<file path="src/hw/dcache_pkg.sv">
package dcache_pkg;

    //////////////////////////////////////////////////////////////////////
    // cache geometry
    //////////////////////////////////////////////////////////////////////

    localparam int ADDR_W     = 32;
    localparam int WAYS       = 2;
    localparam int SETS       = 64;
    localparam int LINE_WORDS = 8;
    localparam int WORD_W     = 32;
    localparam int BE_W       = WORD_W / 8;
    localparam int INDEX_W    = 6;
    localparam int BANK_W     = 3;
    localparam int OFFSET_W   = 2;
    // what is left of the address after index, bank and byte offset
    localparam int TAG_W      = ADDR_W - INDEX_W - BANK_W - OFFSET_W;

    //////////////////////////////////////////////////////////////////////
    // bundles
    //////////////////////////////////////////////////////////////////////

    typedef struct packed {
        logic [TAG_W-1:0]    tag;
        logic [INDEX_W-1:0]  index;
        logic [BANK_W-1:0]   bank;
        logic [OFFSET_W-1:0] offset;
    } addr_t;

    typedef logic [LINE_WORDS-1:0][WORD_W-1:0] line_t;

    // wen all zero means a load
    typedef struct packed {
        logic              en;
        logic [BE_W-1:0]   wen;
        addr_t             addr;
        logic [WORD_W-1:0] wdata;
    } req_t;

    typedef struct packed {
        logic              valid;
        logic              hit;
        logic [WORD_W-1:0] rdata;
    } resp_t;

    // line fill request plus the victim that the fill replaces
    typedef struct packed {
        logic             rreq;
        addr_t            addr;
        logic             victim_dirty;
        logic [TAG_W-1:0] victim_tag;
        line_t            victim_line;
    } miss_t;

    typedef struct packed {
        logic                  en;
        logic                  way;
        logic [INDEX_W-1:0]    index;
        logic [LINE_WORDS-1:0] bank_mask;
        logic [BE_W-1:0]       be;
        logic [TAG_W-1:0]      tag;
        logic                  tag_we;
        line_t                 data;
    } wr_cmd_t;

    typedef struct packed {
        logic              valid;
        logic              is_load;
        logic              is_store;
        logic [BE_W-1:0]   wen;
        addr_t             addr;
        logic [WORD_W-1:0] wdata;
    } stage_t;

endpackage

</file>
<file path="src/hw/dcache_req_stage.sv">
module dcache_req_stage (
    input  logic                             clk,
    input  logic                             rst_n,
    input  dcache_pkg::req_t                 req_i,
    input  logic                             stall_i,
    input  logic                             busy_i,
    output logic                             ready_o,
    output logic [dcache_pkg::INDEX_W-1:0]   rd_index_o,
    output dcache_pkg::stage_t               stage_o
);

    import dcache_pkg::*;

    logic              valid_q;
    logic              load_q;
    logic              store_q;
    logic [BE_W-1:0]   wen_q;
    addr_t             addr_q;
    logic [WORD_W-1:0] wdata_q;

    assign ready_o = ~(stall_i | busy_i);

    // request flags
    always_ff @(posedge clk or negedge rst_n) begin
        if (!rst_n) begin
            valid_q <= 1'b0;
            load_q  <= 1'b0;
            store_q <= 1'b0;
        end else if (ready_o) begin
            valid_q <= req_i.en;
            load_q  <= req_i.en & ~(|req_i.wen);
            store_q <= req_i.en & (|req_i.wen);
        end
    end

    // payload
    always_ff @(posedge clk) begin
        if (ready_o) begin
            wen_q   <= req_i.wen;
            addr_q  <= req_i.addr;
            wdata_q <= req_i.wdata;
        end
    end

    // keep the RAM reading the held set while frozen,
    // so tags and data line up with the request in the register
    assign rd_index_o = ready_o ? req_i.addr.index : addr_q.index;

    always_comb begin
        stage_o          = '0;
        stage_o.valid    = valid_q;
        stage_o.is_load  = load_q;
        stage_o.is_store = store_q;
        stage_o.wen      = wen_q;
        stage_o.addr     = addr_q;
        stage_o.wdata    = wdata_q;
    end

endmodule

</file>
<file path="config.mk">
export PLATFORM = sky130hd
export DESIGN_NAME = dcache_req_stage
export DESIGN_NICKNAME = d
export VERILOG_FILES = /design/src/hw/dcache_pkg.sv /design/src/hw/dcache_req_stage.sv
export SDC_FILE = /design/constraint.sdc
export NUM_CORES = 1
export LEC_CHECK = 0
export BUFFER_PORTS_ARGS = -buffer_cell sky130_fd_sc_hd__buf_2
export CAP_MARGIN = 5
export CORE_MARGIN = 4
export CORE_UTILIZATION = 30
export CTS_BUF_LIST = sky130_fd_sc_hd__clkbuf_4
export DETAILED_ROUTE_END_ITERATION = 6
export PLACE_DENSITY = 0.62
export SYNTH_ARGS = -nofsm -noshare
export SYNTH_HDL_FRONTEND = slang
export SYNTH_SLANG_ARGS = --single-unit
</file>
<file path="constraint.sdc">
create_clock -name clk -period 1.9 [get_ports clk]
set_clock_uncertainty 0.05 [all_clocks]
set_input_delay 0.285 -clock clk [delete_from_list [all_inputs] [get_ports clk]]
set_output_delay 0.285 -clock clk [all_outputs]
set_load 0.01 [all_outputs]
</file>
==> reports/summary.md, run 1 <==
## Outcome
- finished clean — run status

## Global routing
- 9384 um — first-pass GRT wire length
- 25.71% — met2 Use GR
- 0 — initial antenna violation count
- 4.736% — met3 usage in global routing
- 44 — maximum number of pins on one net before global-route repair
- 14.07% — GR Layer Usage met1
- 0 — remaining global-route overflow
- met2 — Most Used Layer, Global Route
- 14.21% — aggregate global-route resource usage
- 1862 — number of global-route vias before repair

## Final layout
- 391 — NumNets Final
- 0 — n_diodes
- 595 — Fillers
- 0.002117 sq mm — storage element area
- 73.60% — P&R area growth vs syn
- 55.11% — proportion of layout cells with a drive suffix above 1
- 143.9 sq um — area of combinational cells with multiple inputs

## Worst setup path
- primary output — sort of element at the end of the critical path
- 1 — R2R cell count
- 1.56 ns — required time at the worst-slack endpoint
- load_q$_DFFE_PN0P_ — terminus of the critical flop-to-flop path
- load_q$_DFFE_PN0P_ — start of the worst register-to-register path
- 1.13 ns — setup slack, reg-to-reg
- 1.35 ns — arrival time worst endpoint
- input port to primary output — start-to-end type of the worst setup path
- input port — Setup crit start kind
- 2 — critical path peak fanout

## Synthesis
- 71 — register bit total from synthesis
- 88.84% — fraction of synthesized cell area taken by the top area cell type
- 92.11% — sequential-to-total area share from yosys stat
- 13 — distinct cell type count of the synthesized netlist
- 0.002298 sq mm — Post-Synthesis Cell Area
- 0 — number of warnings reported in the yosys synthesis log
- sky130_fd_sc_hd__edfxtp_1, sky130_fd_sc_hd__mux2_4, sky130_fd_sc_hd__dfrtp_1 — cell types occupying the most area after synthesis
- sky130_fd_sc_hd__edfxtp_1 — Yosys top cell by area
- 162 — Synthesized Nets
- 25.83 sq um — average footprint of a synthesized cell
- 89 — post-synthesis instance total

## STA
- 0 ns — total negative slack for setup checks
- 595.0 MHz — maximum operating frequency
- false — setup repair after global routing missed its margin
- 1.681 ns — post-layout min period
- 0 — pins over their slew limit
- 0 — number of hold-slack violations in the final timing report
- 0.3911 ns — transition time at the pin with the least slew margin
- 0 — setup violators final
- 73.69% — worst rel slew slack
- 88.46% — crit share post-route

## Min path
- req_i[68] — hold path startpoint
- input port to flip-flop — worst hold-check path type
- store_q$_DFFE_PN0P_ — worst hold path endpoint
- 3 — worst hold path cell count

## Power and ir drop
- 1.711 nW — Leak Pwr
- 785.3 mW/mm^2 — total power density per cell area
- 3.133 mW — sum of internal, switching and leakage power
- 0.0003923 V — peak supply drop

## Routing
- 55 — drt initial violations
- 6298 um — total wire length
- 1707 — routed vias
- 0 — number of remaining DRC errors
- 0 — antenna violation net count after detailed routing
- 14.92 um — average wire length per cell after detail routing
- 4.045 — ratio of routed vias to standard cells
- 4 — router iterations before antenna repair

## Clock tree
- 3 — H-Tree Level Count
- built — clock tree from TritonCTS
- sky130_fd_sc_hd__clkbuf_4 — cell at the root of the clock tree
- 71 — number of sinks handled by clock tree synthesis
- 0 — post_cts resized
- 2 — clock tree buffer depth
- 0.39 ns — source-to-sink clock delay at the later pin of the worst-skew pair
- 0.13 ns — clock-pin slew on the worst setup and hold paths
- 9 — Inserted Clock Buffers

## Place
- 0.7772 — routability cong.
- 150 — number of port buffers
- 3951 um — hpwl dp

## Floorplanning
- 0.007331 sq mm — core region area
- 31.35% — initial core utilization
- 0.009126 sq mm — Die Footprint
- 151 — total I/O pin count
- 95.53 um — Chip Height
- 95.53 um — Die X
- 31 — standard-cell row count

## Run
- 0 — max-cap violations

## synth_stat cells
cell type / instances
sky130_fd_sc_hd__inv_1: 1
sky130_fd_sc_hd__inv_8: 1
sky130_fd_sc_hd__nor3b_1: 1
sky130_fd_sc_hd__or2_4: 1
sky130_fd_sc_hd__edfxtp_1: 68
sky130_fd_sc_hd__mux2_4: 6
sky130_fd_sc_hd__a22o_2: 1
sky130_fd_sc_hd__nor4_1: 1
sky130_fd_sc_hd__a21o_2: 1
sky130_fd_sc_hd__buf_4: 3
sky130_fd_sc_hd__o31ai_1: 1
sky130_fd_sc_hd__dfrtp_1: 3
sky130_fd_sc_hd__o21ai_0: 1
## cell usage in the layout (no fill, tap or decap), drive strengths merged
cell type    count
buf            152
dlygate4sd3     69
edfxtp          68
clkbuf          10
mux2             6
dfrtp            3
clkinv           3
inv              3
clkinvlp         2
or2              1
nor3b            1
a21o             1
nor4             1
a22o             1
o21ai            1
o31ai            1
## sequential cells by signal, indices dropped and copies added, names as in the netlist
signal and flops:
load_q 1, stage_o 32, store_q 1, valid_q 1, wdata_q 32, wen_q 4
## cells by family (layout without fill, tap and decap cells)
group / after synthesis / count (layout) / synth area share (%)
buf+inv: 5 / 239 / 1.633
mux: 6 / 6 / 3.920
compound gates: 4 / 4 / 1.361
flops: 71 / 71 / 92.11
simple gates: 3 / 3 / 0.9802
## critical path, stage by stage
cell                            delay (ns)
sky130_fd_sc_hd__dlygate4sd3_1        0.54
sky130_fd_sc_hd__buf_2                0.13
sky130_fd_sc_hd__mux2_4               0.24
sky130_fd_sc_hd__buf_2                0.14
## per-stage QoR
| step | hold WS [ns] | instances | setup slack, ns | utilization, % | instance area (sq um) |
|---|---|---|---|---|---|
| floorplan | -0.06059 | 89 | 0.3358 | - | 2298 |
| global placement | 0.03125 | 337 | 0.2719 | 43.35 | 3178 |
| detailed placement | 0.03304 | 337 | 0.2518 | 43.35 | 3178 |
| CTS | 0.003783 | 421 | 0.2236 | 54.29 | 3980 |
| global route | 0.05515 | 422 | 0.1921 | 54.43 | 3990 |
| finish | 0.08552 | 422 | 0.2192 | 54.43 | 3990 |
## power breakdown
| part | total (mW) | switching (mW) | leakage [nW] | internal [mW] |
|---|---|---|---|---|
| clock | 0.833 | 0.543 | 0.0630 | 0.290 |
| sequential | 1.86 | 0.0277 | 0.677 | 1.83 |
| combinational | 0.442 | 0.196 | 0.971 | 0.247 |
| total | 3.13 | 0.766 | 1.71 | 2.37 |
## area by class of cell
cell class	instances	area share (%)
multi-input combinational	13	3.606
timing repair buffer	221	36.81
tap	99	3.104
sequential	71	53.06
inverter	2	0.3763
clock buffer	10	1.881
clock inverter	6	1.160
## timing repair
item                                   in CTS  in global routing
hold buffers                               68                  1
buffers inserted                            0                  0
endpoints found under the hold margin      70                  1
## how the worst max path moves through the flow
stage                         start       endpoint  slack, ns  cells after the start
after CTS                 req_i[39]  rd_index_o[2]       0.22                      4
after detailed placement     busy_i        ready_o       0.25                      5
final                     req_i[41]  rd_index_o[4]       0.22                      4
after global placement       busy_i        ready_o       0.27                      5
after floorplan              busy_i  rd_index_o[0]       0.34                      3
after global routing      req_i[41]  rd_index_o[4]       0.19                      4
## per-layer routing
metal | part of all wire (%) | vias to the layer above
li1 | - | 815
met1 | 35 | 789
met2 | 54 | 88
met3 | 8.5 | 15
met4 | 2.8 | 0
met5 | 0 | -
Note: power is estimated with default switching activity, not from simulation.
==> run 2: changes to the inputs <==
--- a/config.mk
+++ b/config.mk
@@ -9,7 +9,7 @@
 export CAP_MARGIN = 5
 export CORE_MARGIN = 4
 export CORE_UTILIZATION = 30
-export CTS_BUF_LIST = sky130_fd_sc_hd__clkbuf_4
+export CTS_BUF_LIST = sky130_fd_sc_hd__clkbuf_4 sky130_fd_sc_hd__clkbuf_8
 export DETAILED_ROUTE_END_ITERATION = 6
 export PLACE_DENSITY = 0.62
 export SYNTH_ARGS = -nofsm -noshare
==> reports/summary.md, run 2 (same netlist as run 1, synthesis figures left out) <==
## Global routing
- 0 — remaining global-route overflow, unchanged
- 44 — maximum number of pins on one net before global-route repair, unchanged
- 11.66% — aggregate global-route resource usage, -2.5 points
- 0 — initial antenna violation count, unchanged
- 1505 — number of global-route vias before repair, -19%
- 7555 um — first-pass GRT wire length, -19%

## STA
- 0 ns — total negative slack for setup checks, unchanged
- false — setup repair after global routing missed its margin
- 72.63% — worst rel slew slack, -1.1 points
- 0 — pins over their slew limit, unchanged
- 1.644 ns — post-layout min period, -0.03655 ns
- 608.2 MHz — maximum operating frequency, +2.2%
- 86.54% — crit share post-route, -1.9 points
- 0 — number of hold-slack violations in the final timing report, unchanged
- 0.4069 ns — transition time at the pin with the least slew margin, +0.01578 ns
- 0 — setup violators final, unchanged

## Worst setup path
- 1.56 ns — required time at the worst-slack endpoint, about the same
- 43 — critical path peak fanout, +41
- busy_i — origin of the worst setup path
- load_q$_DFFE_PN0P_ — terminus of the critical flop-to-flop path
- 5 — number of cells on the critical path, +1
- ready_o — Critical Path End
- sky130_fd_sc_hd__or2_4 — Critical-path top delay cell
- load_q$_DFFE_PN0P_ — start of the worst register-to-register path
- 1 — R2R cell count, unchanged
- primary output — sort of element at the end of the critical path
- buf_2, or2_4, inv_8, buf_12, buf_2 — CP Cell Sequence
- 1.14 ns — setup slack, reg-to-reg, about the same
- input port to primary output — start-to-end type of the worst setup path
- input port — Setup crit start kind
- 1.31 ns — arrival time worst endpoint, -0.04 ns
- 4 — Critical path buffers and inverters, +1
- buffers and inverters — kind of cell adding the most delay to the critical path
- 0.28 ns — Critical Path Max Stage Delay, -0.26 ns
- sky130_fd_sc_hd__buf_2 — Worst path most repeated cell

## Floorplanning
- 31.35% — initial core utilization, unchanged
- 151 — total I/O pin count, unchanged
- 31 — standard-cell row count, unchanged
- 0.009126 sq mm — Die Footprint, unchanged
- 0.007331 sq mm — core region area, unchanged
- 95.53 um — Die X, unchanged
- 95.53 um — Chip Height, unchanged

## Clock tree
- sky130_fd_sc_hd__clkbuf_8 — cell at the root of the clock tree
- 9 — Inserted Clock Buffers, unchanged
- 0 — post-CTS setup buffers, unchanged
- 0.33 ns — source-to-sink clock delay at the later pin of the worst-skew pair, -0.06 ns
- 2 — clock tree buffer depth, unchanged
- 3 — H-Tree Level Count, unchanged
- built — clock tree from TritonCTS
- 0.08 ns — clock-pin slew on the worst setup and hold paths, -0.05 ns
- 71 — number of sinks handled by clock tree synthesis, unchanged

## Power and ir drop
- 1.451 nW — Leak Pwr, -15%
- 23.57% — switching power share of the total, -0.88 points
- 10.0% — relative contribution of combinational cells to total power, -4.1 points
- 0.0004215 V — peak supply drop, +7.4%
- 2.481 mW — total internal power, +4.8%
- 3.246 mW — sum of internal, switching and leakage power, +3.6%
- 0.7653 mW — switching power, -0.11%
- 32.8% — portion of total power attributed to the clock network, +6.2 points
- 57.2% — Reg power frac, -2.1 points
- 964.6 mW/mm^2 — total power density per cell area, +23%

## Run
- 0 — max-cap violations, unchanged

## Routing
- 1447 — routed vias, -15%
- 54 — drt initial violations, -1.8%
- 14.60 um — average wire length per cell after detail routing, -2.1%
- 5170 um — total wire length, -18%
- 0 — number of remaining DRC errors, unchanged
- 4 — router iterations before antenna repair, unchanged
- 0 — antenna violation net count after detailed routing, unchanged
- 4.088 — ratio of routed vias to standard cells, +1.1%

## Final layout
- 0 — n_diodes, unchanged
- sky130_fd_sc_hd__buf_2, sky130_fd_sc_hd__edfxtp_1, sky130_fd_sc_hd__clkbuf_8 — commonest cells after routing, fill and taps aside
- 323 — NumNets Final, -17%
- 45.91% — Final Util, -8.5 points
- 69.80% — proportion of layout cells with a drive suffix above 1, +15 points
- 46.43% — P&R area growth vs syn
- sky130_fd_sc_hd__buf_2 — most frequent standard cell in the layout excluding fill and tap cells
- 679 — Fillers, +14%

## Outcome
- finished clean — run status

## Place
- 150 — number of port buffers, unchanged
- 0.7772 — routability cong., unchanged
- 3951 um — hpwl dp, unchanged

## Min path
- input port to flip-flop — worst hold-check path type

## run 2: changes by cell type in the layout (fill, tap and decap cells not counted), sizes merged
cell / previous run / this run
dlygate4sd3: 69 / 1
## run 2: how the worst min path moves through the flow
stage / from / to / cells after the start
detailed placement: rst_n / store_q$_DFFE_PN0P_ / 1
global placement: rst_n / store_q$_DFFE_PN0P_ / 1
floorplan: rst_n / load_q$_DFFE_PN0P_ / 0
CTS: req_i[51] / stage_o[51]$_DFFE_PP_ / 1
global route: req_i[17] / wdata_q[17]$_DFFE_PP_ / 1
finish: req_i[31] / wdata_q[31]$_DFFE_PP_ / 1
## run 2: layout make-up
class / instances / area (sq um) / share of cell area [%]
clock buffers: 10 / 131.4 / 3.903
clock inverters: 6 / 46.29 / 1.375
flip-flops and latches: 71 / 2117 / 62.90
inverters: 2 / 15.01 / 0.4461
repair buffers: 153 / 788.3 / 23.42
multi-input cells: 13 / 143.9 / 4.275
well taps: 99 / 123.9 / 3.680
## run 2: per-stage QoR
stage	cells	setup slack, ns	instance area, sq um	hold WS [ns]
after global routing	354	0.1981	3366	0.03486
after CTS	354	0.2526	3366	0.04315
final	354	0.2558	3366	0.06405
after global placement	337	0.2719	3178	0.03125
after detailed placement	337	0.2518	3178	0.03304
after floorplan	89	0.3358	2298	-0.06059
## run 2: what timing repair did
action / 4_1_cts / 5_1_grt
hold endpoints to repair: 3 / 0
resized for setup: 0 / 0
setup endpoints to repair: 0 / 0
hold buffers: 1 / 0
## run 2: power by group through the flow
stage / clock (mW) / sequential (mW) / combinational (mW)
after global routing: 1.19 / 1.87 / 0.354
after floorplan: 0 / 1.95 / 0.0724
final: 1.06 / 1.86 / 0.325
after CTS: 1.11 / 1.86 / 0.333
after global placement: 0 / 1.89 / 0.327
after detailed placement: 0 / 1.89 / 0.330
## run 2: metal layers
| metal | routed length [um] | vias up | GRT usage [%] | share of wire (%) |
|---|---|---|---|---|
| met3 | 686 | 13 | 5.683 | 13 |
| met5 | 0 | - | 0 | 0 |
| met1 | 1714 | 670 | 11.61 | 33 |
| met4 | 150 | 0 | 7.227 | 2.9 |
| li1 | - | 677 | - | - |
| met2 | 2619 | 87 | 19.40 | 51 |
==> run 3: changes to the inputs <==
--- a/config.mk
+++ b/config.mk
@@ -11,6 +11,7 @@
 export CORE_UTILIZATION = 30
 export CTS_BUF_LIST = sky130_fd_sc_hd__clkbuf_4 sky130_fd_sc_hd__clkbuf_8
 export DETAILED_ROUTE_END_ITERATION = 6
+export HOLD_SLACK_MARGIN = 0.1
 export PLACE_DENSITY = 0.62
 export SYNTH_ARGS = -nofsm -noshare
 export SYNTH_HDL_FRONTEND = slang
==> reports/summary.md, run 3 (same netlist as run 1, synthesis figures left out) <==
## Clock tree
- 9 — Inserted Clock Buffers, unchanged
- 0 — post-CTS setup buffers, unchanged
- 0 — post_cts resized, unchanged
- 3 — H-Tree Level Count, unchanged
- 0.08 ns — clock-pin slew on the worst setup and hold paths, about the same
- sky130_fd_sc_hd__clkbuf_8 — cell at the root of the clock tree
- 71 — number of sinks handled by clock tree synthesis, unchanged
- built — clock tree from TritonCTS
- 2 — clock tree buffer depth, unchanged
- 0.34 ns — source-to-sink clock delay at the later pin of the worst-skew pair, about the same
- 69 — hold bufs inserted after CTS, +68

## Final layout
- 55.11% — proportion of layout cells with a drive suffix above 1, -15 points
- 391 — NumNets Final, +21%
- sky130_fd_sc_hd__buf_2 — most frequent standard cell in the layout excluding fill and tap cells
- 55.20% — Final Util, +9.3 points
- 76.05% — P&R area growth vs syn
- 0.004046 sq mm — post-route cell area, +20%
- 587 — Fillers, -14%
- 0 — n_diodes, unchanged
- sky130_fd_sc_hd__buf_2, sky130_fd_sc_hd__dlygate4sd3_1, sky130_fd_sc_hd__edfxtp_1 — commonest cells after routing, fill and taps aside

## STA
- 0 — number of hold-slack violations in the final timing report, unchanged
- 88.45% — crit share post-route, +1.9 points
- 0.1514 ns — worst slack on hold paths, +0.08734 ns
- false — setup repair after global routing missed its margin
- 73.74% — worst rel slew slack, +1.1 points
- 0 — setup violators final, unchanged
- 0 ns — total negative slack for setup checks, unchanged
- 0.3903 ns — transition time at the pin with the least slew margin, -0.01658 ns
- 0 — pins over their slew limit, unchanged
- 1.681 ns — post-layout min period, +0.03639 ns
- 595.0 MHz — maximum operating frequency, -2.2%
- 0.2194 ns — Setup WS post-layout, -0.03640 ns

## Power and ir drop
- 0.8017 mW — switching power, +4.8%
- 2.573 mW — total internal power, +3.7%
- 833.9 mW/mm^2 — total power density per cell area, -14%
- 1.735 nW — Leak Pwr, +20%
- 23.76% — switching power share of the total, +0.18 points
- 13.1% — relative contribution of combinational cells to total power, +3.1 points
- 55.1% — Reg power frac, -2.1 points
- 0.0004019 V — peak supply drop, -4.6%
- 31.8% — portion of total power attributed to the clock network, -1.0 points

## Global routing
- 44 — maximum number of pins on one net before global-route repair, unchanged
- 1862 — number of global-route vias before repair, +24%
- 9466 um — first-pass GRT wire length, +25%
- 14.44% — aggregate global-route resource usage, +2.8 points
- 0 — remaining global-route overflow, unchanged
- 0 — initial antenna violation count, unchanged

## Worst setup path
- 2 — critical path peak fanout, -95%
- dlygate4sd3_1, buf_2, mux2_4, buf_2 — CP Cell Sequence
- 0.54 ns — Critical Path Max Stage Delay, +0.26 ns
- primary output — sort of element at the end of the critical path
- sky130_fd_sc_hd__dlygate4sd3_1 — Critical-path top delay cell
- sky130_fd_sc_hd__buf_2 — Worst path most repeated cell
- 1.56 ns — required time at the worst-slack endpoint, about the same
- input port — Setup crit start kind
- input port to primary output — start-to-end type of the worst setup path
- 1.35 ns — arrival time worst endpoint, +0.04 ns

## Routing
- 15.16 um — average wire length per cell after detail routing, +3.8%
- 1714 — routed vias, +18%
- 62 — drt initial violations, +15%
- 0 — antenna violation net count after detailed routing, unchanged
- 4.062 — ratio of routed vias to standard cells, -0.64%
- 0 — number of remaining DRC errors, unchanged
- 4 — router iterations before antenna repair, unchanged
- 6397 um — total wire length, +24%

## Floorplanning
- 31.35% — initial core utilization, unchanged
- 151 — total I/O pin count, unchanged
- 31 — standard-cell row count, unchanged
- 95.53 um — Die X, unchanged
- 0.007331 sq mm — core region area, unchanged
- 0.009126 sq mm — Die Footprint, unchanged
- 95.53 um — Chip Height, unchanged

## Place
- 150 — number of port buffers, unchanged
- 3951 um — hpwl dp, unchanged
- 0.7772 — routability cong., unchanged
- 0.2518 ns — Setup Slack @ Placement, unchanged
- 0.003178 sq mm — post-placement cell area, unchanged

## Outcome
- finished clean — run status

## Run
- 0 — max-cap violations, unchanged

## Min path
- input port to flip-flop — worst hold-check path type

run 3: cell count changes in the layout (fill, tap and decap cells not counted):
cell / delta
sky130_fd_sc_hd__dlygate4sd3_1: +68
run 3: metrics by stage:
| stage | instances | power (mW) |
|---|---|---|
| after floorplan | 89 | 2.023 |
| after global placement | 337 | 2.217 |
| after detailed placement | 337 | 2.224 |
| after CTS | 422 | 3.412 |
| after global routing | 422 | 3.531 |
| final | 422 | 3.374 |
run 3: cell type report:
type | count | area (sq um) | share of cell area, %
Sequential cell | 71 | 2117 | 52.32
Tap cell | 99 | 123.9 | 3.061
Clock inverter | 6 | 46.29 | 1.144
Timing Repair Buffer | 221 | 1469 | 36.30
Multi-Input combinational cell | 13 | 143.9 | 3.556
Clock buffer | 10 | 131.4 | 3.247
Inverter | 2 | 15.01 | 0.3711
run 3: worst paths after layout:
| kind | startpoint | to | slack (ns) | cells past startpoint |
|---|---|---|---|---|
| setup / recovery | req_i[39] | rd_index_o[2] | 0.22 | 4 |
| hold / removal | req_i[68] | store_q$_DFFE_PN0P_ | 0.15 | 3 |
| setup reg to reg | load_q$_DFFE_PN0P_ | load_q$_DFFE_PN0P_ | 1.14 | 1 |
| hold reg to reg | valid_q$_DFFE_PN0P_ | valid_q$_DFFE_PN0P_ | 0.44 | 1 |
| max in group asynchronous | rst_n | load_q$_DFFE_PN0P_ | 1.47 | 2 |
| min in group asynchronous | rst_n | store_q$_DFFE_PN0P_ | 0.22 | 2 |
run 3: per-layer routing:
metal | vias to the layer above | track usage (%) | part of all wire [%]
met5 | - | 0 | 0
met4 | 0 | 7.227 | 2.6
met3 | 14 | 5.446 | 8.9
met2 | 91 | 26.35 | 54
met1 | 799 | 14.12 | 35
li1 | 810 | - | -
run 3: power by group through the flow:
stage	logic, mW	registers [mW]	clock network [mW]
5_1_grt	0.478	1.87	1.18
2_1_floorplan	0.0724	1.95	0
3_3_place_gp	0.327	1.89	0
3_5_place_dp	0.330	1.89	0
4_1_cts	0.442	1.86	1.11
6_report	0.444	1.86	1.07
run 3: critical path, delay by kind of cell:
family   cells  cell delay [ns]
mux          1             0.25
buf+inv      3             0.81
