**src/hw/dcache_pkg.sv**
```systemverilog
package dcache_pkg;

    //////////////////////////////////////////////////////////////////////
    // cache geometry
    //////////////////////////////////////////////////////////////////////

    localparam int ADDR_W     = 32;
    localparam int WAYS       = 2;
    localparam int SETS       = 64;
    localparam int LINE_WORDS = 8;
    localparam int WORD_W     = 32;
    localparam int BE_W       = WORD_W / 8;
    localparam int INDEX_W    = 6;
    localparam int BANK_W     = 3;
    localparam int OFFSET_W   = 2;
    // what is left of the address after index, bank and byte offset
    localparam int TAG_W      = ADDR_W - INDEX_W - BANK_W - OFFSET_W;

    //////////////////////////////////////////////////////////////////////
    // bundles
    //////////////////////////////////////////////////////////////////////

    typedef struct packed {
        logic [TAG_W-1:0]    tag;
        logic [INDEX_W-1:0]  index;
        logic [BANK_W-1:0]   bank;
        logic [OFFSET_W-1:0] offset;
    } addr_t;

    typedef logic [LINE_WORDS-1:0][WORD_W-1:0] line_t;

    // wen all zero means a load
    typedef struct packed {
        logic              en;
        logic [BE_W-1:0]   wen;
        addr_t             addr;
        logic [WORD_W-1:0] wdata;
    } req_t;

    typedef struct packed {
        logic              valid;
        logic              hit;
        logic [WORD_W-1:0] rdata;
    } resp_t;

    // line fill request plus the victim that the fill replaces
    typedef struct packed {
        logic             rreq;
        addr_t            addr;
        logic             victim_dirty;
        logic [TAG_W-1:0] victim_tag;
        line_t            victim_line;
    } miss_t;

    typedef struct packed {
        logic                  en;
        logic                  way;
        logic [INDEX_W-1:0]    index;
        logic [LINE_WORDS-1:0] bank_mask;
        logic [BE_W-1:0]       be;
        logic [TAG_W-1:0]      tag;
        logic                  tag_we;
        line_t                 data;
    } wr_cmd_t;

    typedef struct packed {
        logic              valid;
        logic              is_load;
        logic              is_store;
        logic [BE_W-1:0]   wen;
        addr_t             addr;
        logic [WORD_W-1:0] wdata;
    } stage_t;

endpackage

```
**src/hw/dcache_lookup.sv**
```systemverilog
module dcache_lookup (
    input  logic                                                 clk,
    input  logic                                                 rst_n,
    input  dcache_pkg::stage_t                                   stage_i,
    input  logic                                                 stall_i,
    input  logic [dcache_pkg::WAYS-1:0][dcache_pkg::TAG_W-1:0]   tag_i,
    input  logic [dcache_pkg::WAYS-1:0]                          valid_i,
    input  logic [dcache_pkg::WAYS-1:0]                          dirty_i,
    input  logic                                                 lru_i,
    input  dcache_pkg::line_t [dcache_pkg::WAYS-1:0]             line_i,
    input  logic                                                 refill_valid_i,
    input  dcache_pkg::line_t                                    refill_line_i,
    output dcache_pkg::resp_t                                    resp_o,
    output dcache_pkg::miss_t                                    miss_o,
    output dcache_pkg::wr_cmd_t                                  wr_cmd_o,
    output logic [dcache_pkg::INDEX_W-1:0]                       meta_index_o,
    output logic                                                 hit_way_o,
    output logic                                                 write_hit_o,
    output logic                                                 refill_o,
    output logic                                                 busy_o
);

    import dcache_pkg::*;

    // lookup, wait for refill, answer after refill, answered but held
    localparam logic [1:0] S_LOOKUP = 2'd0;
    localparam logic [1:0] S_MISS   = 2'd1;
    localparam logic [1:0] S_FILLED = 2'd2;
    localparam logic [1:0] S_HELD   = 2'd3;

    logic [1:0]        state_q;
    logic [1:0]        state_d;
    logic [WAYS-1:0]   hit_vec;
    logic              hit;
    logic              hit_way;
    logic [WORD_W-1:0] hit_word;
    logic              missing;
    line_t             fill_line;

    function automatic logic [WORD_W-1:0] merge_word(input logic [WORD_W-1:0] old_w,
                                                     input logic [WORD_W-1:0] new_w,
                                                     input logic [BE_W-1:0]   be);
        logic [WORD_W-1:0] res;
        res = old_w;
        for (int i = 0; i < BE_W; i++) begin
            if (be[i]) begin
                res[8*i +: 8] = new_w[8*i +: 8];
            end
        end
        return res;
    endfunction

    always_comb begin
        for (int w = 0; w < WAYS; w++) begin
            hit_vec[w] = valid_i[w] && (tag_i[w] == stage_i.addr.tag);
        end
    end

    assign hit      = |hit_vec;
    // two ways, so the upper match bit names the way
    assign hit_way  = hit_vec[1];
    assign hit_word = line_i[hit_way][stage_i.addr.bank];
    assign missing  = (state_q == S_MISS) ||
                      ((state_q == S_LOOKUP) && stage_i.valid && !hit);

    // store miss bytes go into the refilled word
    always_comb begin
        fill_line = refill_line_i;
        fill_line[stage_i.addr.bank] = merge_word(refill_line_i[stage_i.addr.bank],
                                                  stage_i.wdata, stage_i.wen);
    end

    assign meta_index_o = stage_i.addr.index;
    assign hit_way_o    = hit_way;

    always_comb begin
        state_d      = state_q;
        resp_o       = '0;
        wr_cmd_o     = '0;
        write_hit_o  = 1'b0;
        refill_o     = 1'b0;
        busy_o       = 1'b0;
        wr_cmd_o.index = stage_i.addr.index;
        wr_cmd_o.tag   = stage_i.addr.tag;

        miss_o              = '0;
        miss_o.addr.tag     = stage_i.addr.tag;
        miss_o.addr.index   = stage_i.addr.index;
        miss_o.victim_dirty = dirty_i[lru_i];
        miss_o.victim_tag   = tag_i[lru_i];
        miss_o.victim_line  = line_i[lru_i];

        case (state_q)
            S_LOOKUP: begin
                if (stage_i.valid && hit) begin
                    resp_o.valid = 1'b1;
                    resp_o.hit   = 1'b1;
                    resp_o.rdata = stage_i.is_load ? hit_word :
                                   merge_word(hit_word, stage_i.wdata, stage_i.wen);
                    if (stage_i.is_store) begin
                        wr_cmd_o.en        = 1'b1;
                        wr_cmd_o.way       = hit_way;
                        wr_cmd_o.bank_mask = LINE_WORDS'(1) << stage_i.addr.bank;
                        wr_cmd_o.be        = stage_i.wen;
                        wr_cmd_o.data      = {LINE_WORDS{stage_i.wdata}};
                        write_hit_o        = 1'b1;
                    end
                    state_d = stall_i ? S_HELD : S_LOOKUP;
                end
            end
            S_FILLED: begin
                // tags now match the filled way, hit flag stays low
                resp_o.valid = 1'b1;
                resp_o.rdata = hit_word;
                state_d      = stall_i ? S_HELD : S_LOOKUP;
            end
            S_HELD: begin
                state_d = stall_i ? S_HELD : S_LOOKUP;
            end
            default: ;
        endcase

        if (missing) begin
            miss_o.rreq = 1'b1;
            busy_o      = 1'b1;
            state_d     = S_MISS;
            if (refill_valid_i) begin
                wr_cmd_o.en        = 1'b1;
                wr_cmd_o.way       = lru_i;
                wr_cmd_o.bank_mask = '1;
                wr_cmd_o.be        = '1;
                wr_cmd_o.tag_we    = 1'b1;
                wr_cmd_o.data      = fill_line;
                refill_o           = 1'b1;
                state_d            = S_FILLED;
            end
        end
    end

    always_ff @(posedge clk or negedge rst_n) begin
        if (!rst_n) begin
            state_q <= S_LOOKUP;
        end else begin
            state_q <= state_d;
        end
    end

endmodule

```
**config.mk**
```make
export PLATFORM = sky130hd
export DESIGN_NAME = dcache_lookup
export DESIGN_NICKNAME = d
export VERILOG_FILES = /design/src/hw/dcache_pkg.sv /design/src/hw/dcache_lookup.sv
export SDC_FILE = /design/constraint.sdc
export NUM_CORES = 1
export LEC_CHECK = 0
export BUFFER_PORTS_ARGS = -buffer_cell sky130_fd_sc_hd__buf_4
export CORE_AREA = 2 2 601 603
export DETAILED_ROUTE_END_ITERATION = 8
export DIE_AREA = 0 0 603 605
export REMOVE_ABC_BUFFERS = 1
export SYNTH_ARGS = -nofsm -noshare
export SYNTH_HDL_FRONTEND = slang
export SYNTH_SLANG_ARGS = --single-unit
```
**constraint.sdc**
```tcl
create_clock -name clk -period 8.5 [get_ports clk]
set_input_delay 1.7 -clock clk [delete_from_list [all_inputs] [get_ports clk]]
set_output_delay 1.7 -clock clk [all_outputs]
set_load 0.1 [all_outputs]
```
==> run summary, run 1 <==
CP Max Fanout: 28
mapped cell area: 15650 sq um
Skew-Pair Late Insertion Delay: 0.22 ns
GR peak layer: met2
met3 usage: 11.74%
clk slew on worst S/H paths: 0.03 ns
asr flop ratio synth: 100.0%
max-cap violation count: 0
Slew Viols, Final: 0
global routing usage on met2: 29.11%
Ports: 1543
outcome: finished, final reports clean
commonest cells in the netlist: mux2_2 (279), o21ai_1 (256), nor2_1 (202)
NetSw: 3.304 mW
GRT Overall Usage: 17.89%
Final min period: 7.531 ns
mux contribution to synthesized area: 52.79%
postcts setup bufs: 0
clock share of power: 1.6%
Int Power: 1.119 mW
fmax: 132.8 MHz
Fin. Hold Viols: 0
Slew HR: 33.63%
Die Y: 605 um
Synth area leader: mux4_2
post_cts resized: 0
Sw Share: 74.70%
Vias: 25470
ratio of cells with drive above 1 in the final layout: 63.55%
number of antenna-violating nets in the routed design: 0
cts hold-fix bufs: 0
Wirelength per Cell: 42.08 um
initial antenna violation count: 235
Crit. End Element: output port
Top Registers: state_q: 2 flops
Util after Layout: 9.356%
Routability Congestion: 0.9803
Initial Utilization: 4.369%
post-synthesis adder-cell area fraction: 0%
Worst Tran Pin Value: 0.9955 ns
Synth Area in Simple Gates: 13.54%
CTS tree: done
most flop-heavy register: state_q
Worst Path Required: 6.80 ns
Area contributors post-synth: mux4_2 (28%), mux2_2 (20%), o21ai_1 (8.2%)
leak pwr: 13.09 nW
# setup viols final: 0
most common cell in the netlist: mux2_2
Post-synth top flop: dfrtp_1
reg2reg setup slack: 6.40 ns
Clock Path Buffers: 2
first-pass GRT wire length: 396200 um
sequential power share: 0.3%
Min-Delay Path Class: reg2reg
# clock sinks: 2
Gate Count Post-Synth: 1985
number of port buffers: 1511
drt pass-1 iters: 5
vias in the first global route: 23900
total power: 4.423 mW
Via density: 3.135
Worst Skew: 0.0005986 ns
met1 Use GR: 18.80%
row cnt: 220
TritonCTS Buffers: 3
Netlist cell types: 45
Die ar.: 364800 sq um
DR iter-0 viols: 2568
H-tree Lvls: 1
largest net degree at the start of global routing: 100
arrival time worst endpoint: 5.83 ns
top cell type's share of synthesized area: 27.78%
final net count: 4187
max reg flops: 2
grt total ovfl: 0
unrepaired setup endpoints after global routing: no
#FFs+latches synth: 2
Synth-to-Final Area Change: 114.2%
combinational power share: 98.1%
Synth Area in Compound Gates: 21.88%
CP startpoint kind: input port
Die X-Extent: 603 um
total routed wirelength: 341900 um
PD cells: 132.0 nW/um^2
core footprint: 358100 sq um
synth warn: 0
Design Area, Final: 33510 sq um
Residual DRC: 0
Post-synth EDFFs: 0
placed cell area: 33290 sq um
Worst IR Drop VDD: 0.05384 mV
Root Driver: clkbuf_16
Final HPWL DP: 314000 um
main combinational cell family by area after synthesis: multiplexers
XOR/XNOR Fraction of Synth Area: 2.351%
Setup CP Type: in2out
Post-Syn Area per Cell: 7.882 sq um
post-synthesis sequential area ratio: 0.3199%
Final period util: 88.60%
## power groups by stage
stage / clock network, mW / registers (mW) / logic, mW
final: 0.0712 / 0.0126 / 4.34
after global routing: 0.0731 / 0.0129 / 4.48
after CTS: 0.0718 / 0.0126 / 4.40
after detailed placement: 0 / 0.0127 / 4.39
after global placement: 0 / 0.0126 / 4.39
after floorplan: 0 / 0.0148 / 2.38
## logic make-up after synthesis
logic type | after synthesis
buffers and inverters | 284
multiplexers | 549
AND/OR/NAND/NOR | 465
flip-flops | 2
AO/OA/AOI/OAI | 642
XOR/XNOR | 42
other | 1
## worst paths after layout
| path | from | end | depth (start not counted) |
|---|---|---|---|
| setup / recovery | stage_i[49] | wr_cmd_o[243] | 12 |
| hold / removal | state_q[1]$_DFFE_PN0P_ | state_q[0]$_DFFE_PN0P_ | 3 |
| setup reg to reg | state_q[0]$_DFFE_PN0P_ | state_q[1]$_DFFE_PN0P_ | 5 |
| hold reg to reg | state_q[1]$_DFFE_PN0P_ | state_q[0]$_DFFE_PN0P_ | 3 |
| max in group asynchronous | rst_n | state_q[0]$_DFFE_PN0P_ | 1 |
| min in group asynchronous | rst_n | state_q[1]$_DFFE_PN0P_ | 1 |
## routing by layer
| metal | part of all wire (%) | vias up | wire, um |
|---|---|---|---|
| met5 | 0.23 | - | 791 |
| met4 | 3.7 | 124 | 12610 |
| met3 | 15 | 593 | 51580 |
| met2 | 45 | 2042 | 155400 |
| met1 | 36 | 12500 | 121500 |
| li1 | - | 10210 | - |
## cell usage in the layout, fill, tap and decap left out, types with 6 or more instances in the layout
| cell type | synthesis | final |
|---|---|---|
| buf_4 | 72 | 1488 |
| mux2_2 | 279 | 279 |
| o21ai_1 | 256 | 256 |
| nor2_1 | 202 | 202 |
| a21oi_1 | 198 | 198 |
| mux4_2 | 193 | 193 |
| o21ai_0 | 121 | 121 |
| nand2_1 | 110 | 107 |
| buf_12 | 0 | 87 |
| mux2i_1 | 77 | 77 |
| diode_2 | 0 | 56 |
| nand3_1 | 51 | 48 |
| and3_1 | 49 | 48 |
| xor2_1 | 40 | 40 |
| a211oi_1 | 21 | 21 |
| a31o_1 | 15 | 15 |
| nand2_2 | 10 | 11 |
| nor4_1 | 8 | 8 |
| a31o_2 | 7 | 7 |
| a2111oi_0 | 7 | 7 |
| nand2b_1 | 6 | 6 |
| inv_1 | 7 | 6 |
| a31oi_1 | 7 | 6 |
## cell type report
class,count,area (sq um)
flip-flops and latches,2,50.05
diodes,56,140.1
well taps,4773,5972
inverters,9,35.03
repair buffers,1578,12960
clock buffers,3,75.07
fillers,41720,324600
multi-input cells,1703,14280
## stage by stage
stage / hold slack, ns / std cells / setup slack (ns) / TNS, ns
CTS: 0.9207 / 8068 / 1.052 / 0
floorplan: 0.7695 / 1714 / -7.883 / -2003.12
detailed placement: 0.9189 / 8065 / 1.060 / 0
global placement: 0.9178 / 8065 / 1.052 / 0
finish: 0.9102 / 8124 / 0.9694 / 0
global route: 1.004 / 8096 / 0.8804 / 0
## worst max-delay path, cell delays in order
cell	delay [ns]
buf_4	0.18
xor2_1	0.19
nor4_1	0.40
nand4_1	0.45
o22ai_2	0.61
and2_2	0.40
nand3b_4	0.21
inv_2	0.22
buf_12	0.24
nand2_1	0.24
o21ai_1	0.44
buf_4	0.41
Note: power is estimated with default switching activity, not from simulation.
==> run 2: changes to the inputs <==
- CORE_AREA: 2 2 601 603 -> 2 2 609 611
- DIE_AREA: 0 0 603 605 -> 0 0 611 613
- clock period: 8.5 -> 7.2 ns (I/O delays scaled with it)
==> run summary, run 2 (same netlist as run 1, synthesis figures left out) <==
DR iter-0 viols: 2860 (+11%)
H-tree Lvls: 1 (unchanged)
first-pass GRT wire length: 398000 um (+0.44%)
fmax: 155.3 MHz
arrival time worst endpoint: 5.00 ns (-0.83 ns)
Fin. Hold Viols: 0 (unchanged)
most common cell after layout, fill and taps aside: buf_4
postcts setup bufs: 0 (unchanged)
CP startpoint kind: input port
number of port buffers: 1511 (unchanged)
most flop-heavy register: state_q
Crit. End Element: output port
initial antenna violation count: 248 (+5.5%)
Die Y: 613 um (+1.3%)
Initial Utilization: 4.254% (-0.11 points)
most frequent cells in the layout: buf_4 (1413), mux2_2 (279), buf_12 (261)
outcome: finished, final reports clean
Clock Path Buffers: 2 (unchanged)
Worst Tran Pin Value: 1.047 ns (+0.05190 ns)
CP Max Fanout: 25 (-11%)
# setup viols final: 0 (unchanged)
PD cells: 150.4 nW/um^2 (+14%)
Worst Path Required: 5.76 ns (-1.04 ns)
Worst Skew: 0.0002588 ns (-0.0003399 ns)
Die X-Extent: 611 um (+1.3%)
cts hold-fix bufs: 0 (unchanged)
Min-Delay Path Class: in2async
r2r endpoint: state_q[1]$_DFFE_PN0P_
worst r2r path cells: 6 (+1)
Final min period: 6.437 ns
# clock sinks: 2 (unchanged)
max reg flops: 2 (unchanged)
Final TNS setup: 0 ns (unchanged)
Routability Congestion: 0.9830 (+0.28%)
unrepaired setup endpoints after global routing: no
Slew Viols, Final: 0 (unchanged)
Root Driver: clkbuf_16
leak pwr: 14.13 nW (+8.0%)
ratio of cells with drive above 1 in the final layout: 64.64% (+1.1 points)
core footprint: 367700 sq um (+2.7%)
CTS tree: done
Final HPWL DP: 319300 um (+1.7%)
reg-to-reg critical path startpoint: state_q[0]$_DFFE_PN0P_
Slowest-stage cell, CP: nor4_1
Worst IR Drop VDD: 0.06633 mV (+23%)
Via density: 3.125 (-0.32%)
largest net degree at the start of global routing: 73 (-27%)
TritonCTS Buffers: 3 (unchanged)
Wirelength per Cell: 41.61 um (-1.1%)
row cnt: 223 (+1.4%)
GRT Overall Usage: 17.53% (-0.36 points)
post_cts resized: 0 (unchanged)
Setup CP Type: in2out
Util after Layout: 9.933% (+0.58 points)
Synth-to-Final Area Change: 133.5%
grt total ovfl: 0 (unchanged)
cell mode on critical path: buf_4
Vias: 25930 (+1.8%)
Skew-Pair Late Insertion Delay: 0.22 ns (about the same)
largest stage delay on the critical path: 0.69 ns (+0.08 ns)
number of antenna-violating nets in the routed design: 0 (unchanged)
vias in the first global route: 23990 (+0.35%)
Slew HR: 29.96% (-3.7 points)
Top Registers: state_q: 2 flops
max-cap violation count: 0 (unchanged)
reg2reg setup slack: 5.25 ns (-1.15 ns)
CP Cell Sequence: buf_4 > xor2_1 > nor4_1 > nand4_1 > buf_4 > o22ai_2 > buf_4 > and2_2 > nand3b_4 > inv_2 > buf_12 > nand2_1 > o21ai_1 > buf_4 > buf_12
final net count: 4286 (+2.4%)
drt pass-1 iters: 5 (unchanged)
total routed wirelength: 345200 um (+0.97%)
Die ar.: 374500 sq um (+2.7%)
clk slew on worst S/H paths: 0.03 ns (about the same)
Ports: 1543 (unchanged)
Final period util: 89.41%
Residual DRC: 0 (unchanged)
## run 2: cell count changes in the layout (fill, tap and decap cells not counted), sizes merged
cell,previous run,this run
buf,1578,1677
diode,56,64
## run 2: worst max-delay path by stage
stage | startpoint | endpoint | slack (ns) | cells past startpoint
finish | stage_i[46] | wr_cmd_o[156] | 0.76 | 15
global route | stage_i[49] | wr_cmd_o[110] | 0.63 | 16
CTS | stage_i[56] | wr_cmd_o[187] | 0.73 | 15
detailed placement | stage_i[56] | wr_cmd_o[187] | 0.76 | 15
global placement | stage_i[56] | wr_cmd_o[187] | 0.73 | 15
floorplan | stage_i[59] | wr_cmd_o[283] | -8.66 | 7
## run 2: routing by layer
metal / track usage, % / up-vias / share of wire, %
li1: - / 10420 / -
met1: 18.16 / 12760 / 35
met2: 29.15 / 2003 / 47
met3: 10.89 / 609 / 15
met4: 5.356 / 134 / 3.9
met5: 0 / - / 0.25
## run 2: layout make-up
type                            count  area (sq um)
Antenna cell                       64         160.2
Sequential cell                     2         50.05
Tap cell                         4837          6052
Fill cell                       42680        331200
Timing Repair Buffer             1677         15880
Inverter                            9         35.03
Clock buffer                        3         75.07
Multi-Input combinational cell   1703         14280
## run 2: power breakdown
group	switching (mW)	leakage [nW]	internal [mW]	total, mW
clock network	0.0140	0.0374	0.0708	0.0848
logic	3.89	14.1	1.50	5.39
registers	0.0107	0.0247	0.0134	0.0241
## run 2: metrics by stage
stage / area [sq um] / worst slack [ns] / total power [mW] / hold slack [ns] / cells
after floorplan: 14270 / -8.663 / 2.831 / 0.7695 / 1714
after global placement: 36290 / 0.7263 / 5.475 / 1.047 / 8228
after detailed placement: 36290 / 0.7618 / 5.472 / 1.080 / 8228
after CTS: 36370 / 0.7338 / 5.570 / 0.9943 / 8231
after global routing: 36460 / 0.6336 / 5.671 / 0.9961 / 8267
final: 36530 / 0.7628 / 5.495 / 0.9956 / 8295
## run 2: critical path: cells and delay by family
family	cells	cell delay, ns
XOR/XNOR	1	0.17
AO/OA/AOI/OAI	2	0.53
AND/OR/NAND/NOR	5	1.51
buffers and inverters	7	1.25
==> run 3: changes to the inputs <==
- BUFFER_PORTS_ARGS: -buffer_cell sky130_fd_sc_hd__buf_4 -> default
- CORE_AREA: 2 2 609 611 -> 2 2 601 603
- DIE_AREA: 0 0 611 613 -> 0 0 603 605
- DONT_BUFFER_PORTS: default -> 1
- MAX_ROUTING_LAYER: default -> met4
- REMOVE_ABC_BUFFERS: 1 -> default
==> run summary, run 3 (same netlist as run 1, synthesis figures left out) <==
hold_sp: state_q[1]$_DFFE_PN0P_
cell mode on critical path: buf_12
TritonCTS Buffers: 3 (unchanged)
placed cell area: 28530 sq um (-21%)
Top Registers: state_q: 2 flops
drt pass-1 iters: 5 (unchanged)
DR iter-0 viols: 2809 (-1.8%)
arrival time worst endpoint: 5.01 ns (about the same)
Worst IR Drop VDD: 0.1030 mV (+55%)
critical path depth: 11 (-4)
postcts setup bufs: 0 (unchanged)
PD cells: 160.2 nW/um^2 (+6.5%)
Worst Skew: 0.004012 ns (+0.003753 ns)
CTS tree: done
fmax: 154.9 MHz (-0.28%)
Die X-Extent: 603 um (-1.3%)
most flop-heavy register: state_q
number of port buffers: 0 (-100%)
leak pwr: 8.569 nW (-39%)
grt total ovfl: 0 (unchanged)
core footprint: 358100 sq um (-2.6%)
max reg flops: 2 (unchanged)
Design Area, Final: 29100 sq um (-20%)
CP startpoint kind: input port
critical path buffer and inverter count: 3 (-4)
Via density: 2.976 (-4.8%)
vias in the first global route: 19090 (-20%)
failing checks: slew limit
Slowest-stage cell, CP: nor4_2
reg2reg setup slack: 5.27 ns (+0.02 ns)
# clock sinks: 2 (unchanged)
Die ar.: 364800 sq um (-2.6%)
first-pass GRT wire length: 334200 um (-16%)
H-tree Lvls: 1 (unchanged)
Critical path destination: wr_cmd_o[140]
Clock Path Buffers: 2 (unchanged)
CP delay by family, top: simple AND/OR/NAND/NOR gates
most common cell after layout, fill and taps aside: buf_12
Final period util: 89.65% (+0.25 points)
Final min period: 6.455 ns (+0.01778 ns)
r2r endpoint: state_q[1]$_DFFE_PN0P_
most frequent cells in the layout: buf_12 (320), mux2_2 (279), o21ai_2 (210)
Synth-to-Final Area Change: 86.02%
Die Y: 605 um (-1.3%)
Final HPWL DP: 262400 um (-18%)
row cnt: 220 (-1.3%)
Setup CP Type: in2out
clk slew on worst S/H paths: 0.03 ns (about the same)
Ports: 1543 (unchanged)
Worst Path Required: 5.76 ns (about the same)
Min-Delay Path Class: reg2reg
outcome: finished with violations
Vias: 21010 (-19%)
Wirelength per Cell: 41.25 um (-0.88%)
CP Max Fanout: 36 (+44%)
ratio of cells with drive above 1 in the final layout: 55.46% (-9.2 points)
Hold Worst Slack: 0.9045 ns (-0.09110 ns)
Critical Path Source: stage_i[51]
Skew-Pair Late Insertion Delay: 0.22 ns (about the same)
Residual DRC: 0 (unchanged)
Slew HR: -33.15% (-63 points)
Final TNS setup: 0 ns (unchanged)
largest net degree at the start of global routing: 280 (+280%)
final net count: 2980 (-30%)
Root Driver: clkbuf_16
number of antenna-violating nets in the routed design: 0 (unchanged)
Routability Congestion: 1.077 (+9.5%)
initial antenna violation count: 164 (-34%)
CP Cell Sequence: xor2_1 > nor4_2 > nand4_4 > o22ai_2 > and2_2 > nand3b_4 > inv_4 > buf_12 > nand2_1 > o21ai_2 > buf_12
total routed wirelength: 291100 um (-16%)
cts hold-fix bufs: 0 (unchanged)
max-cap violation count: 0 (unchanged)
Worst Tran Pin Value: 1.997 ns (+0.9499 ns)
Initial Utilization: 4.369% (+0.11 points)
post_cts resized: 0 (unchanged)
reg-to-reg critical path startpoint: state_q[0]$_DFFE_PN0P_
placed instance count: 6858 (-17%)
Fin. Hold Viols: 0 (unchanged)
final cell count without fillers: 7058 (-15%)
fillers: 41610 (-2.5%)
largest stage delay on the critical path: 0.82 ns (+0.13 ns)
worst r2r path cells: 5 (-1)
GRT Overall Usage: 15.54% (-2.0 points)
# setup viols final: 0 (unchanged)
Crit. End Element: output port
unrepaired setup endpoints after global routing: no
Slew Viols, Final: 105 (+105)
run 3: changes by cell type in the layout (fill, tap and decap cells not counted), sizes merged:
cell	before	now
buf	1677	371
diode	64	197
run 3: final cells by class:
class	instances	area (sq um)	share of cell area (%)
Antenna cell	197	493.0	1.694
Clock buffer	3	75.07	0.2580
Inverter	9	37.54	0.1290
Multi-Input combinational cell	1703	15690	53.90
Sequential cell	2	50.05	0.1720
Tap cell	4773	5972	20.52
Timing Repair Buffer	371	6789	23.33
run 3: routing by layer:
metal  part of all wire, %  vias to the layer above  routed length, um  GRT usage, %
met4                   5.0                        0              14680         6.921
met3                    13                      356              38120         8.030
met5                     0                        -                  0             -
met2                    48                     1820             139500         25.42
li1                      -                     8049                  -             -
met1                    34                    10780              98820         15.39
run 3: worst min path at each step:
stage / slack [ns] / endpoint / depth (start not counted)
2_1_floorplan: 0.86 / state_q[0]$_DFFE_PN0P_ / 3
4_1_cts: 0.91 / state_q[0]$_DFFE_PN0P_ / 0
6_report: 0.90 / state_q[0]$_DFFE_PN0P_ / 3
3_3_place_gp: 0.96 / state_q[0]$_DFFE_PN0P_ / 3
5_1_grt: 0.91 / state_q[0]$_DFFE_PN0P_ / 0
3_5_place_dp: 0.96 / state_q[0]$_DFFE_PN0P_ / 3
run 3: where the power goes:
part	leakage (nW)	internal [mW]	switching [mW]	total, mW
registers	0.0247	0.0135	0.00191	0.0155
clock network	0.0382	0.0707	0.0135	0.0842
logic	8.51	1.14	3.43	4.56
run 3: tightest hold or removal path: stages (launching register included):
cell	delay [ns]
dfrtp_1	0.31
buf_4	0.31
o21ai_0	0.18
nand2_1	0.07
run 3: through the flow:
step	power (mW)	utilization, %	worst slack (ns)
after detailed placement	4.644	7.968	0.7633
after CTS	4.740	7.989	0.7541
final	4.663	8.127	0.7451
after floorplan	3.093	-	0.6399
after global routing	4.786	8.109	0.7071
after global placement	4.653	7.968	0.8046
